**config.mk**
```make
export PLATFORM = sky130hd
export DESIGN_NAME = commit_unit_top
export DESIGN_NICKNAME = d
export VERILOG_FILES = /design/src/hw/commit_pkg.sv /design/src/hw/commit_if.sv /design/src/hw/arch_rat.sv /design/src/hw/commit_flush_ctrl.sv /design/src/hw/commit_unit_top.sv /design/src/hw/fetch_pc_gen.sv
export SDC_FILE = /design/constraint.sdc
export NUM_CORES = 1
export LEC_CHECK = 0
export BUFFER_PORTS_ARGS = -buffer_cell sky130_fd_sc_hd__buf_4
export CORE_MARGIN = 3
export CORE_UTILIZATION = 54
export DETAILED_ROUTE_END_ITERATION = 12
export PLACE_DENSITY = 0.82
export SLEW_MARGIN = 20
export SYNTH_ARGS = -nofsm -noshare
export SYNTH_HDL_FRONTEND = slang
export SYNTH_SLANG_ARGS = --single-unit
```
**constraint.sdc**
```tcl
create_clock -name clk -period 2.7 [get_ports clk]
set_input_delay 0.27 -clock clk [delete_from_list [all_inputs] [get_ports clk]]
set_output_delay 0.27 -clock clk [all_outputs]
set_load 0.01 [all_outputs]
```
**src/hw/commit_pkg.sv**
```systemverilog
// commit stage shared definitions

package commit_pkg;

  // ================================================
  // widths and constants
  // ================================================
  localparam int COMMIT_WIDTH = 2;
  localparam int ARCH_REG_NUM = 32;
  localparam int ARCH_REG_W   = $clog2(ARCH_REG_NUM);
  localparam int PHY_REG_NUM  = 64;
  localparam int PREG_W       = $clog2(PHY_REG_NUM);

  // bytes per fetch step
  localparam int unsigned FETCH_BYTES = 16;

  localparam logic [31:0] RESET_PC = 32'h1c00_0000;

  // ================================================
  // exception causes
  // ================================================
  typedef enum logic [5:0] {
    INT  = 6'h00,
    PIL  = 6'h01,
    PIS  = 6'h02,
    PIF  = 6'h03,
    PME  = 6'h04,
    PPI  = 6'h07,
    ADE  = 6'h08,
    ALE  = 6'h09,
    SYS  = 6'h0b,
    BRK  = 6'h0c,
    INE  = 6'h0d,
    TLBR = 6'h3f
  } ecode_e;

  // extra work a retiring instruction asks for
  typedef enum logic [2:0] {
    NORMAL = 3'd0,
    ERTN   = 3'd1,
    IBAR   = 3'd2,
    PRIV   = 3'd3,
    ICACOP = 3'd4,
    IDLE   = 3'd5
  } cmt_kind_e;

  // ================================================
  // one retiring reorder buffer entry
  // ================================================
  typedef struct packed {
    logic [31:0]           pc;
    logic [ARCH_REG_W-1:0] arch_reg;
    logic [PREG_W-1:0]     phy_reg;
    logic [PREG_W-1:0]     old_phy_reg;
    logic                  excp_valid;
    ecode_e                ecode;
    logic                  br_redirect;
    logic [31:0]           br_target;
    cmt_kind_e             kind;
    logic [31:0]           bad_vaddr;
  } cmt_entry_t;

endpackage

```
**src/hw/commit_if.sv**
```systemverilog
// commit slot bus

`timescale 1ns/100ps

interface commit_if import commit_pkg::*; ();

  // one valid bit and one entry per retire slot
  logic       [COMMIT_WIDTH-1:0] valid;
  cmt_entry_t [COMMIT_WIDTH-1:0] entry;

  // flush control only looks at the oldest slot
  modport flush_mp (
    input valid,
    input entry
  );

  // alias table consumes every slot
  modport rat_mp (
    input valid,
    input entry
  );

endinterface

```
**src/hw/arch_rat.sv**
```systemverilog
// architectural register alias table

`timescale 1ns/100ps

module arch_rat import commit_pkg::*; (
  input  logic                                clk,
  input  logic                                rst_n,
  commit_if.rat_mp                            cmt,
  input  logic [ARCH_REG_W-1:0]               rat_raddr_i,
  output logic [PREG_W-1:0]                   rat_rdata_o,
  output logic [COMMIT_WIDTH-1:0]             free_valid_o,
  output logic [COMMIT_WIDTH-1:0][PREG_W-1:0] free_preg_o
);

  logic [PREG_W-1:0]       rat_q [ARCH_REG_NUM];
  logic [COMMIT_WIDTH-1:0] wr_en;

  // r0 is hardwired, never renamed
  always_comb begin
    for (int s = 0; s < COMMIT_WIDTH; s++) begin
      wr_en[s] = cmt.valid[s] & (cmt.entry[s].arch_reg != '0);
    end
  end

  // ================================================
  // table update
  // ================================================
  // later slots are younger, so the last write in the loop wins
  always_ff @(posedge clk or negedge rst_n) begin
    if (~rst_n) begin
      for (int i = 0; i < ARCH_REG_NUM; i++) begin
        rat_q[i] <= PREG_W'(i);
      end
    end else begin
      for (int s = 0; s < COMMIT_WIDTH; s++) begin
        if (wr_en[s]) begin
          rat_q[cmt.entry[s].arch_reg] <= cmt.entry[s].phy_reg;
        end
      end
    end
  end

  assign rat_rdata_o = rat_q[rat_raddr_i];

  // previous mapping goes back to the free list
  always_comb begin
    for (int s = 0; s < COMMIT_WIDTH; s++) begin
      free_valid_o[s] = wr_en[s];
      free_preg_o[s]  = cmt.entry[s].old_phy_reg;
    end
  end

  // rename must never hand out the register it is replacing
  for (genvar s = 0; s < COMMIT_WIDTH; s++) begin : g_free_chk
    a_free_not_new: assert property (
      @(posedge clk) disable iff (!rst_n)
      wr_en[s] |-> cmt.entry[s].old_phy_reg != cmt.entry[s].phy_reg
    ) else $error("slot %0d frees the register it writes", s);
  end

endmodule

```
**src/hw/commit_flush_ctrl.sv**
```systemverilog
// commit flush control

`timescale 1ns/100ps

module commit_flush_ctrl import commit_pkg::*; (
  commit_if.flush_mp cmt,
  input  logic [31:0] csr_eentry_i,
  input  logic [31:0] csr_tlbrentry_i,
  input  logic [31:0] csr_era_i,
  output logic        flush_o,
  output logic [31:0] target_o,
  output logic        idle_commit_o,
  output logic        excp_commit_o,
  output logic        tlbrefill_o,
  output logic        ertn_o,
  output logic [31:0] era_o,
  output ecode_e      ecode_o,
  output logic        va_error_o,
  output logic [31:0] bad_va_o,
  output logic        excp_tlb_o
);

  cmt_entry_t e0;
  logic       v0;
  logic       redirect_flush;
  logic       refetch_flush;

  assign v0 = cmt.valid[0];
  assign e0 = cmt.entry[0];

  // ================================================
  // flush classification of the oldest entry
  // ================================================
  assign excp_commit_o  = v0 & e0.excp_valid;
  assign tlbrefill_o    = excp_commit_o & (e0.ecode == TLBR);
  assign redirect_flush = v0 & e0.br_redirect;
  assign ertn_o         = v0 & (e0.kind == ERTN);
  // ibar, priv, cache op and idle all restart at the next instruction
  assign refetch_flush  = v0 & (e0.kind inside {IBAR, PRIV, ICACOP, IDLE});
  assign idle_commit_o  = v0 & (e0.kind == IDLE);

  assign flush_o = excp_commit_o | redirect_flush | ertn_o | refetch_flush;

  // restart address, highest priority first
  always_comb begin
    if (tlbrefill_o) begin
      target_o = csr_tlbrentry_i;
    end else if (excp_commit_o) begin
      target_o = csr_eentry_i;
    end else if (redirect_flush) begin
      target_o = e0.br_target;
    end else if (ertn_o) begin
      target_o = csr_era_i;
    end else begin
      target_o = e0.pc + 32'd4;
    end
  end

  // ================================================
  // exception report to the CSR block
  // ================================================
  // syscall and break return past the trapping instruction
  assign era_o    = (e0.ecode inside {SYS, BRK}) ? e0.pc + 32'd4 : e0.pc;
  assign ecode_o  = e0.ecode;
  assign bad_va_o = e0.bad_vaddr;

  assign va_error_o = excp_commit_o &
                      (e0.ecode inside {ADE, TLBR, PIF, PPI, ALE, PME, PIS, PIL});
  // address faults that came from a TLB lookup
  assign excp_tlb_o = excp_commit_o &
                      (e0.ecode inside {TLBR, PIF, PPI, PME, PIS, PIL});

  // the reorder buffer never pairs a flushing entry with a younger one
  always_comb begin
    assert #0 (!flush_o || !cmt.valid[1])
      else $error("flush while slot 1 retires");
    assert #0 (!flush_o || target_o[1:0] == 2'b00)
      else $error("restart target not word aligned");
  end

endmodule

```
**src/hw/commit_unit_top.sv**
```systemverilog
// commit unit top level

`timescale 1ns/100ps

module commit_unit_top import commit_pkg::*; (
  input  logic                                    clk,
  input  logic                                    rst_n,
  // per-slot retire info
  input  logic [COMMIT_WIDTH-1:0]                 cmt_valid_i,
  input  logic [COMMIT_WIDTH-1:0][31:0]           cmt_pc_i,
  input  logic [COMMIT_WIDTH-1:0][ARCH_REG_W-1:0] cmt_arch_reg_i,
  input  logic [COMMIT_WIDTH-1:0][PREG_W-1:0]     cmt_phy_reg_i,
  input  logic [COMMIT_WIDTH-1:0][PREG_W-1:0]     cmt_old_phy_reg_i,
  // oldest slot only
  input  logic                                    cmt_excp_valid_i,
  input  ecode_e                                  cmt_ecode_i,
  input  logic                                    cmt_br_redirect_i,
  input  logic [31:0]                             cmt_br_target_i,
  input  cmt_kind_e                               cmt_kind_i,
  input  logic [31:0]                             cmt_bad_vaddr_i,
  // CSR side
  input  logic [31:0]                             csr_eentry_i,
  input  logic [31:0]                             csr_tlbrentry_i,
  input  logic [31:0]                             csr_era_i,
  input  logic                                    csr_has_int_i,
  input  logic                                    fetch_ready_i,
  input  logic [ARCH_REG_W-1:0]                   rat_raddr_i,
  output logic                                    flush_o,
  output logic                                    fetch_valid_o,
  output logic [31:0]                             fetch_pc_o,
  output logic                                    excp_commit_o,
  output logic                                    tlbrefill_o,
  output logic                                    ertn_o,
  output logic [31:0]                             era_o,
  output ecode_e                                  ecode_o,
  output logic                                    va_error_o,
  output logic [31:0]                             bad_va_o,
  output logic                                    excp_tlb_o,
  output logic [PREG_W-1:0]                       rat_rdata_o,
  output logic [COMMIT_WIDTH-1:0]                 free_valid_o,
  output logic [COMMIT_WIDTH-1:0][PREG_W-1:0]     free_preg_o
);

  cmt_entry_t [COMMIT_WIDTH-1:0] slot_entry;
  logic [31:0]                   flush_target;
  logic                          idle_commit;

  commit_if cmt_if ();

  // ================================================
  // pack plain ports onto the commit bus
  // ================================================
  always_comb begin
    for (int s = 0; s < COMMIT_WIDTH; s++) begin
      slot_entry[s].pc          = cmt_pc_i[s];
      slot_entry[s].arch_reg    = cmt_arch_reg_i[s];
      slot_entry[s].phy_reg     = cmt_phy_reg_i[s];
      slot_entry[s].old_phy_reg = cmt_old_phy_reg_i[s];
      slot_entry[s].excp_valid  = 1'b0;
      slot_entry[s].ecode       = INT;
      slot_entry[s].br_redirect = 1'b0;
      slot_entry[s].br_target   = '0;
      slot_entry[s].kind        = NORMAL;
      slot_entry[s].bad_vaddr   = '0;
    end
    // flush info only exists for the oldest slot
    slot_entry[0].excp_valid  = cmt_excp_valid_i;
    slot_entry[0].ecode       = cmt_ecode_i;
    slot_entry[0].br_redirect = cmt_br_redirect_i;
    slot_entry[0].br_target   = cmt_br_target_i;
    slot_entry[0].kind        = cmt_kind_i;
    slot_entry[0].bad_vaddr   = cmt_bad_vaddr_i;
  end

  assign cmt_if.valid = cmt_valid_i;
  assign cmt_if.entry = slot_entry;

  commit_flush_ctrl u_flush_ctrl (
    .cmt             (cmt_if.flush_mp),
    .csr_eentry_i    (csr_eentry_i),
    .csr_tlbrentry_i (csr_tlbrentry_i),
    .csr_era_i       (csr_era_i),
    .flush_o         (flush_o),
    .target_o        (flush_target),
    .idle_commit_o   (idle_commit),
    .excp_commit_o   (excp_commit_o),
    .tlbrefill_o     (tlbrefill_o),
    .ertn_o          (ertn_o),
    .era_o           (era_o),
    .ecode_o         (ecode_o),
    .va_error_o      (va_error_o),
    .bad_va_o        (bad_va_o),
    .excp_tlb_o      (excp_tlb_o)
  );

  fetch_pc_gen u_fetch_pc_gen (
    .clk           (clk),
    .rst_n         (rst_n),
    .flush_i       (flush_o),
    .target_i      (flush_target),
    .idle_commit_i (idle_commit),
    .csr_has_int_i (csr_has_int_i),
    .fetch_ready_i (fetch_ready_i),
    .fetch_valid_o (fetch_valid_o),
    .fetch_pc_o    (fetch_pc_o)
  );

  arch_rat u_arch_rat (
    .clk          (clk),
    .rst_n        (rst_n),
    .cmt          (cmt_if.rat_mp),
    .rat_raddr_i  (rat_raddr_i),
    .rat_rdata_o  (rat_rdata_o),
    .free_valid_o (free_valid_o),
    .free_preg_o  (free_preg_o)
  );

endmodule

```
**src/hw/fetch_pc_gen.sv**
```systemverilog
// fetch address generator

`timescale 1ns/100ps

module fetch_pc_gen import commit_pkg::*; (
  input  logic        clk,
  input  logic        rst_n,
  input  logic        flush_i,
  input  logic [31:0] target_i,
  input  logic        idle_commit_i,
  input  logic        csr_has_int_i,
  input  logic        fetch_ready_i,
  output logic        fetch_valid_o,
  output logic [31:0] fetch_pc_o
);

  logic [31:0] pc_q;
  logic        idle_lock;

  // ================================================
  // fetch address register
  // ================================================
  // redirect wins over back-pressure
  always_ff @(posedge clk or negedge rst_n) begin
    if (~rst_n) begin
      pc_q <= RESET_PC;
    end else if (flush_i) begin
      pc_q <= target_i;
    end else if (fetch_valid_o && fetch_ready_i) begin
      pc_q <= pc_q + 32'(FETCH_BYTES);
    end
  end

  // idle waits here until an interrupt arrives
  always_ff @(posedge clk or negedge rst_n) begin
    if (~rst_n) begin
      idle_lock <= 1'b0;
    end else if (flush_i && idle_commit_i && !csr_has_int_i) begin
      idle_lock <= 1'b1;
    end else if (csr_has_int_i) begin
      idle_lock <= 1'b0;
    end
  end

  assign fetch_valid_o = ~idle_lock;
  assign fetch_pc_o    = pc_q;

  // a locked front end only moves on a redirect
  a_idle_holds_pc: assert property (
    @(posedge clk) disable iff (!rst_n)
    idle_lock && !flush_i |=> $stable(fetch_pc_o)
  ) else $error("fetch address moved while idle");

endmodule

```
== After elaboration in Yosys (flattened, before gate mapping) ==
Index checks and enable logic that the tools add are counted.

* Register bits: 225
* Bits of input ports: 280
* Output and inout port bits: 129
* Word-level logic and storage cells: 107

* Add/sub/neg operators: 2
* Magnitude comparators: 5
* Equality and inequality tests: 15
* Mux-type cells: 20
* Bitwise logic cells: 17
* Reductions and logical operators: 14

{| class="wikitable"
|+ Operator list
! kind !! count
|-
| 192-bit bitwise mux || 2
|-
| 192-bit 2-to-1 mux || 2
|-
| 32-bit 2-to-1 mux || 7
|-
| 6-bit demux with 5-bit select || 2
|-
| 32-bit by 3-bit adder with 32-bit output (second input constant) || 1
|-
| 32-bit by 5-bit adder with 32-bit output (second input constant) || 1
|-
| 6-bit binary-select mux with 5-bit select || 1
|-
| 6-bit by 4-bit == test with 1-bit output (second input constant) || 4
|-
| 6-bit 2-to-1 mux || 4
|-
| 6-bit >= comparator (second input constant) || 3
|-
| 5-bit inverter with 6-bit output || 3
|-
| 6-bit by 2-bit == test with 1-bit output (second input constant) || 2
|-
| 6-bit by 3-bit == test with 1-bit output (second input constant) || 2
|-
| 6-bit by 1-bit less-than comparator with 1-bit output (second input constant) || 2
|-
| 1-bit bitwise AND || 10
|-
| 5-bit nonzero test || 2
|-
| 8-bit nonzero test || 1
|-
| 3-bit by 2-bit == test with 1-bit output (second input constant) || 2
|-
| 3-bit == test (second input constant) || 2
|-
| 6-bit by 1-bit == test with 1-bit output (second input constant) || 1
|-
| 6-bit == test (second input constant) || 1
|-
| 2-bit nonzero test || 3
|-
| 6-bit nonzero test || 1
|-
| 1-bit logical AND || 5
|-
| 6 further kinds || 9
|}

== Depth between registers and ports, before layout ==
* Word-level depth: 9
* Depth in mapped cells: 10
* Gate-level depth less buffers: 7

== Modules after synthesis ==
A second synthesis with hierarchy kept.

* Cell total of the unflattened synthesis: 1721
* Area, all modules: 15680.0 um2

{| class="wikitable"
|+ By module, submodules not included
! module !! times used !! cells each !! area each (um2) !! sequential area each (um2)
|-
| arch_rat || 1 || 1021 || 10794.1 || 4904.7
|-
| commit_flush_ctrl || 1 || 493 || 3002.9 || 0.0
|-
| fetch_pc_gen || 1 || 206 || 1879.3 || 829.5
|-
| commit_unit_top || 1 || 1 || 3.8 || 0.0
|}

== Worst setup path after synthesis ==
No wires, ideal clock.

* Kind: input-to-output
* Start point: in rat_raddr_i[0]
* End point: out rat_rdata_o[2]
* Arrival: 2.085 ns
* Data required time: 2.430 ns
* Slack: 0.345 ns
* Cell stages on the path: 4
* Path buffers: 1
* Cells stage by stage: buf_1 -> mux4_2 -> mux4_2 -> mux2_2

* Longest elaborated chain between the ends: 4

{| class="wikitable"
|+ RTL lines
! item !! RTL line !! RTL
|-
| from (decl) || commit_unit_top.sv:27 || <nowiki>input logic [ARCH_REG_W-1:0] rat_raddr_i,</nowiki>
|-
| 5-bit inverter with 6-bit output (not written as such) || arch_rat.sv:43 || <nowiki>assign rat_rdata_o = rat_q[rat_raddr_i];</nowiki>
|-
| 6-bit binary-select mux with 5-bit select || arch_rat.sv:43 ||
|-
| 6-bit 2-to-1 mux (not written as such) (2 in series) || arch_rat.sv:43 ||
|-
| to (decl) || commit_unit_top.sv:39 || <nowiki>output logic [PREG_W-1:0] rat_rdata_o,</nowiki>
|}

Every way passes these cells. The select of a mux whose other input is x is not followed.

== Worst setup path after layout ==
* Start point: reg u_arch_rat.rat_q[4] in the netlist's numbering
* End point: out rat_rdata_o[4]

* Longest elaborated chain between the ends: 3

{| class="wikitable"
|+ RTL lines
! item !! RTL line !! RTL
|-
| from (decl) || arch_rat.sv:15 || <nowiki>logic [PREG_W-1:0] rat_q [ARCH_REG_NUM];</nowiki>
|-
| from (signal, indexed assignment) || arch_rat.sv:32 || <nowiki>rat_q[i] <= PREG_W'(i);</nowiki>
|-
| from (signal, indexed assignment) || arch_rat.sv:37 || <nowiki>rat_q[cmt.entry[s].arch_reg] <= cmt.entry[s].phy_reg;</nowiki>
|-
| 6-bit binary-select mux with 5-bit select || arch_rat.sv:43 ||
|-
| 6-bit 2-to-1 mux (not written as such) (2 in series) || arch_rat.sv:43 ||
|}

Every way passes these cells. The select of a mux whose other input is x is not followed.

==> summary.md <==
| Metric | Value |
|---|---|
| Die H | `174 um` |
| Die footprint | `around 30000 um2` |
| Synth warn | `0` |
| Critical path peak fanout | `2` |
| Overall Power | `about 11 mW` |
| Fmax | `~0.37 GHz` |
| Synth Net Count | `1933` |
| DP HPWL | `41.4 mm` |
| TritonRoute pass-1 iters | `6` |
| Setup Viol. Count Final | `0` |
| Outcome | `finished clean` |
| Register share of total power | `between 40 and 50%` |
| DRC viols | `0` |
| Clock share of power | `29.9%` |
| Synth Area in XOR/XNOR | `between 4 and 5%` |
| Final Cycle Share | `roughly 99%` |
| Main combinational cell family by area after synthesis | `multiplexers` |
| Async set-reset flop share out of synthesis | `between 90% and 100%` |
| Crit path cell chain | `mux4_2 > mux4_2 > mux2_2 > buf_4` |
| Synth top cells by count | `mux2i_1, nor2_1, nand2_1` |
| First-pass GRT wire length | `85.1 mm` |
| Critical path class | `register to output port` |
| Starting density of the core | `a little under three fifths` |
| Fin Setup TNS | `0 ns` |
| Layout cell share with drive strength beyond 1 | `between 20% and 30%` |
| I/O pin total | `just over 400` |
| Detailed router's first-iteration violation count | `2033` |
| Internal power | `7.99 mW` |
| Worst-skew pair later-pin latency | `approximately 0.53 ns` |
| Fin crit period | `~2.7 ns` |
| Yosys reg bits | `between 200 and 250` |
| Post-Synth Simple-Gate Area | `between 10% and 20%` |
| Worst hold path type | `input port to register` |
| Skew final | `0.00901 ns` |
| Final hold vios | `0` |
| CP Launch Type | `register` |
| NetSw | `3.50 mW` |
| Placer Congestion | `~1` |
| Clk buf depth | `3` |
| Setup bufs post-CTS | `0` |
| Vias per cell | `~6.4` |
| Max-cap viol count | `0` |
| Top FF cell, synth | `dfrtp_1` |
| Rows | `60` |
| DR vias | `approximately 14000` |
| CTS sink cnt | `225` |
| Largest net degree at the start of global routing | `just over 70` |
| WL per Instance | `between 20 and 30 um` |
| Main area contributors after synthesis | `dfrtp_1, dfstp_2, mux2i_1` |
| Nets | `around 2100` |
| Leakage power | `7.89 nW` |
| EDFF count, synth | `0` |
| Gate Count Post-Synth | `roughly 1700` |
| Most used standard cell by instance count after synthesis | `mux2i_1` |
| Largest area contributor in the netlist | `dfrtp_1` |
| Required time worst endpoint | `2.43 ns` |
| Most used cell along the critical path | `mux4_2` |
| Actual slew at the worst max-slew pin | `approximately 0.80 ns` |
| Cell area after synthesis | `approximately 15000 um2` |
| Worst-path clk slew | `roughly 0.07 ns` |
| Number of CTS-inserted buffers | `24` |
| Clock Tree Root | `clkbuf_16` |
| Max-slew violations | `0` |
| Crit path largest cell delay | `between 0.5 and 0.6 ns` |
| Synth Area in Compound Gates | `12.5%` |
| Post-layout util | `roughly two thirds` |
| Slowest stage cell, crit path | `mux4_2` |
| Overall Global Routing Usage | `a little over a third` |
| Avg Cell Area, Syn | `around 9.2 um2` |
| Vias in the first global route | `between 10000 and 15000` |
| Multiplexer area fraction after synthesis | `22.3%` |
| Pwr Density | `between 600 and 700 nW/um2` |
| Area share of fa/ha/maj cells after synthesis | `less than 1%` |
| Yosys cell types | `72` |
| Slew margin rel. | `a little under half` |
| WL final | `~56 mm` |
| Antenna-violating nets left | `0` |
| CTS H-tree lvls | `1` |
| CP arrival | `roughly 2.4 ns` |
| Synth top area share | `23.3%` |
| Sequential share of the synthesized area | `around 38%` |
| RSZ-0062 raised after global routing | `false` |
| Core region area | `roughly 27000 um2` |
| Total gr overflow | `0` |
| TritonCTS clock tree | `done` |
| Crit path capture type | `output port` |
| Initial antenna violation count | `5` |
| VDD IR max | `~0.53 mV` |
| Area Growth Syn to Fin | `20.0%` |
| Combinational cell fraction of total power | `between 20% and 30%` |
| Sw Share | `between 30% and 40%` |
| Fill cells | `2124` |
| Port bufs | `approximately 290` |
| Die width | `roughly 170 um` |
[path summary, 6_finish.rpt]
kind,from,endpoint,slack (ns),cells after the start
setup / recovery,u_arch_rat.rat_q[4],rat_rdata_o[4],0.02,4
setup reg to reg,u_fetch_pc_gen.fetch_pc_o[6],u_fetch_pc_gen.fetch_pc_o[31],0.62,6
hold / removal,cmt_br_target_i[10],u_fetch_pc_gen.fetch_pc_o[10],0.02,3
hold reg to reg,u_arch_rat.rat_q[186],u_arch_rat.rat_q[186],0.38,0
max in group asynchronous,rst_n,u_arch_rat.rat_q[12],1.57,3
min in group asynchronous,rst_n,u_arch_rat.rat_q[102],0.33,2
[registers in the layout (all words and copies together) (netlist names)]
name	flops
u_fetch_pc_gen.fetch_pc_o	32
u_fetch_pc_gen.idle_lock	1
u_arch_rat.rat_q	192
[critical path: cells and delay by family (launching register included)]
kind                   cells  cell delay [ns]
DFF                        1             0.37
buffers and inverters      1             0.15
muxes                      3             1.36
[through the flow]
step,cell area (um2),hold slack (ns),instances,setup WS [ns]
floorplan,15300,-0.0256,1651,0.345
global placement,17400,0.325,2177,0.174
detailed placement,17400,0.329,2177,0.176
CTS,18300,0.0148,2228,0.00716
global route,18300,0.0545,2231,0.00143
finish,18300,0.0219,2231,0.0205
[kinds of logic (layout without fill, tap and decap cells)]
logic type               count (synthesis)  count (layout)
AND/OR/NAND/NOR                        552             552
AO/OA/AOI/OAI                          329             329
multiplexers                           265             265
flip-flops                             225             225
buffers and inverters                  199             404
XOR/XNOR                                78              78
adder cells (fa/ha/maj)                  3               3
other                                    0               3
[metal layers]
layer	up-vias	track usage [%]	share of wire (%)
met5	-	0	0.053
li1	6221	-	-
met4	4	12.8	4.2
met2	945	56.6	46
met3	173	9.87	12
met1	6928	48.0	38
[layout by cell type (no fill, tap or decap), types with 5 or more instances in the layout]
cell	n
nand4_1	25
nor2_1	198
dfrtp_1	142
inv_1	13
o21ai_0	114
a31oi_1	7
a22oi_1	7
clkbuf_16	26
dlygate4sd3_1	7
xnor2_1	48
xor2_1	30
nor3_1	20
dfstp_2	83
nand2_1	190
a21oi_1	134
mux4_2	60
clkbuf_1	8
and3_1	15
or3_1	8
a211oi_1	24
clkbuf_8	5
buf_4	332
mux2_2	6
nand3_1	48
buf_12	6
mux2i_1	199
a221oi_1	11
[area by class of cell]
| cell class | instances | area [um2] | share of cell area (%) |
|---|---|---|---|
| Multi-Input combinational cell | 1227 | 8550 | 46.7 |
| Antenna cell | 3 | 7.51 | 0.0410 |
| Tap cell | 372 | 465 | 2.54 |
| Clock buffer | 38 | 736 | 4.02 |
| Sequential cell | 225 | 5730 | 31.3 |
| Clock inverter | 6 | 80.1 | 0.437 |
| Timing Repair Buffer | 346 | 2700 | 14.7 |
| Inverter | 14 | 52.6 | 0.287 |
[repair_timing]
item	in CTS	in global routing
endpoints found under the hold margin	47	0
hold buffers	7	0
gates resized for setup	0	0
[power groups by stage]
stage	Clock, mW	Combinational [mW]	Sequential (mW)
3_5_place_dp	0	2.93	5.05
5_1_grt	3.59	3.21	5.12
6_report	3.43	3.00	5.06
2_1_floorplan	0	1.84	4.82
3_3_place_gp	0	2.81	5.01
4_1_cts	3.46	2.95	5.02
Note: power is estimated with default switching activity, not from simulation.
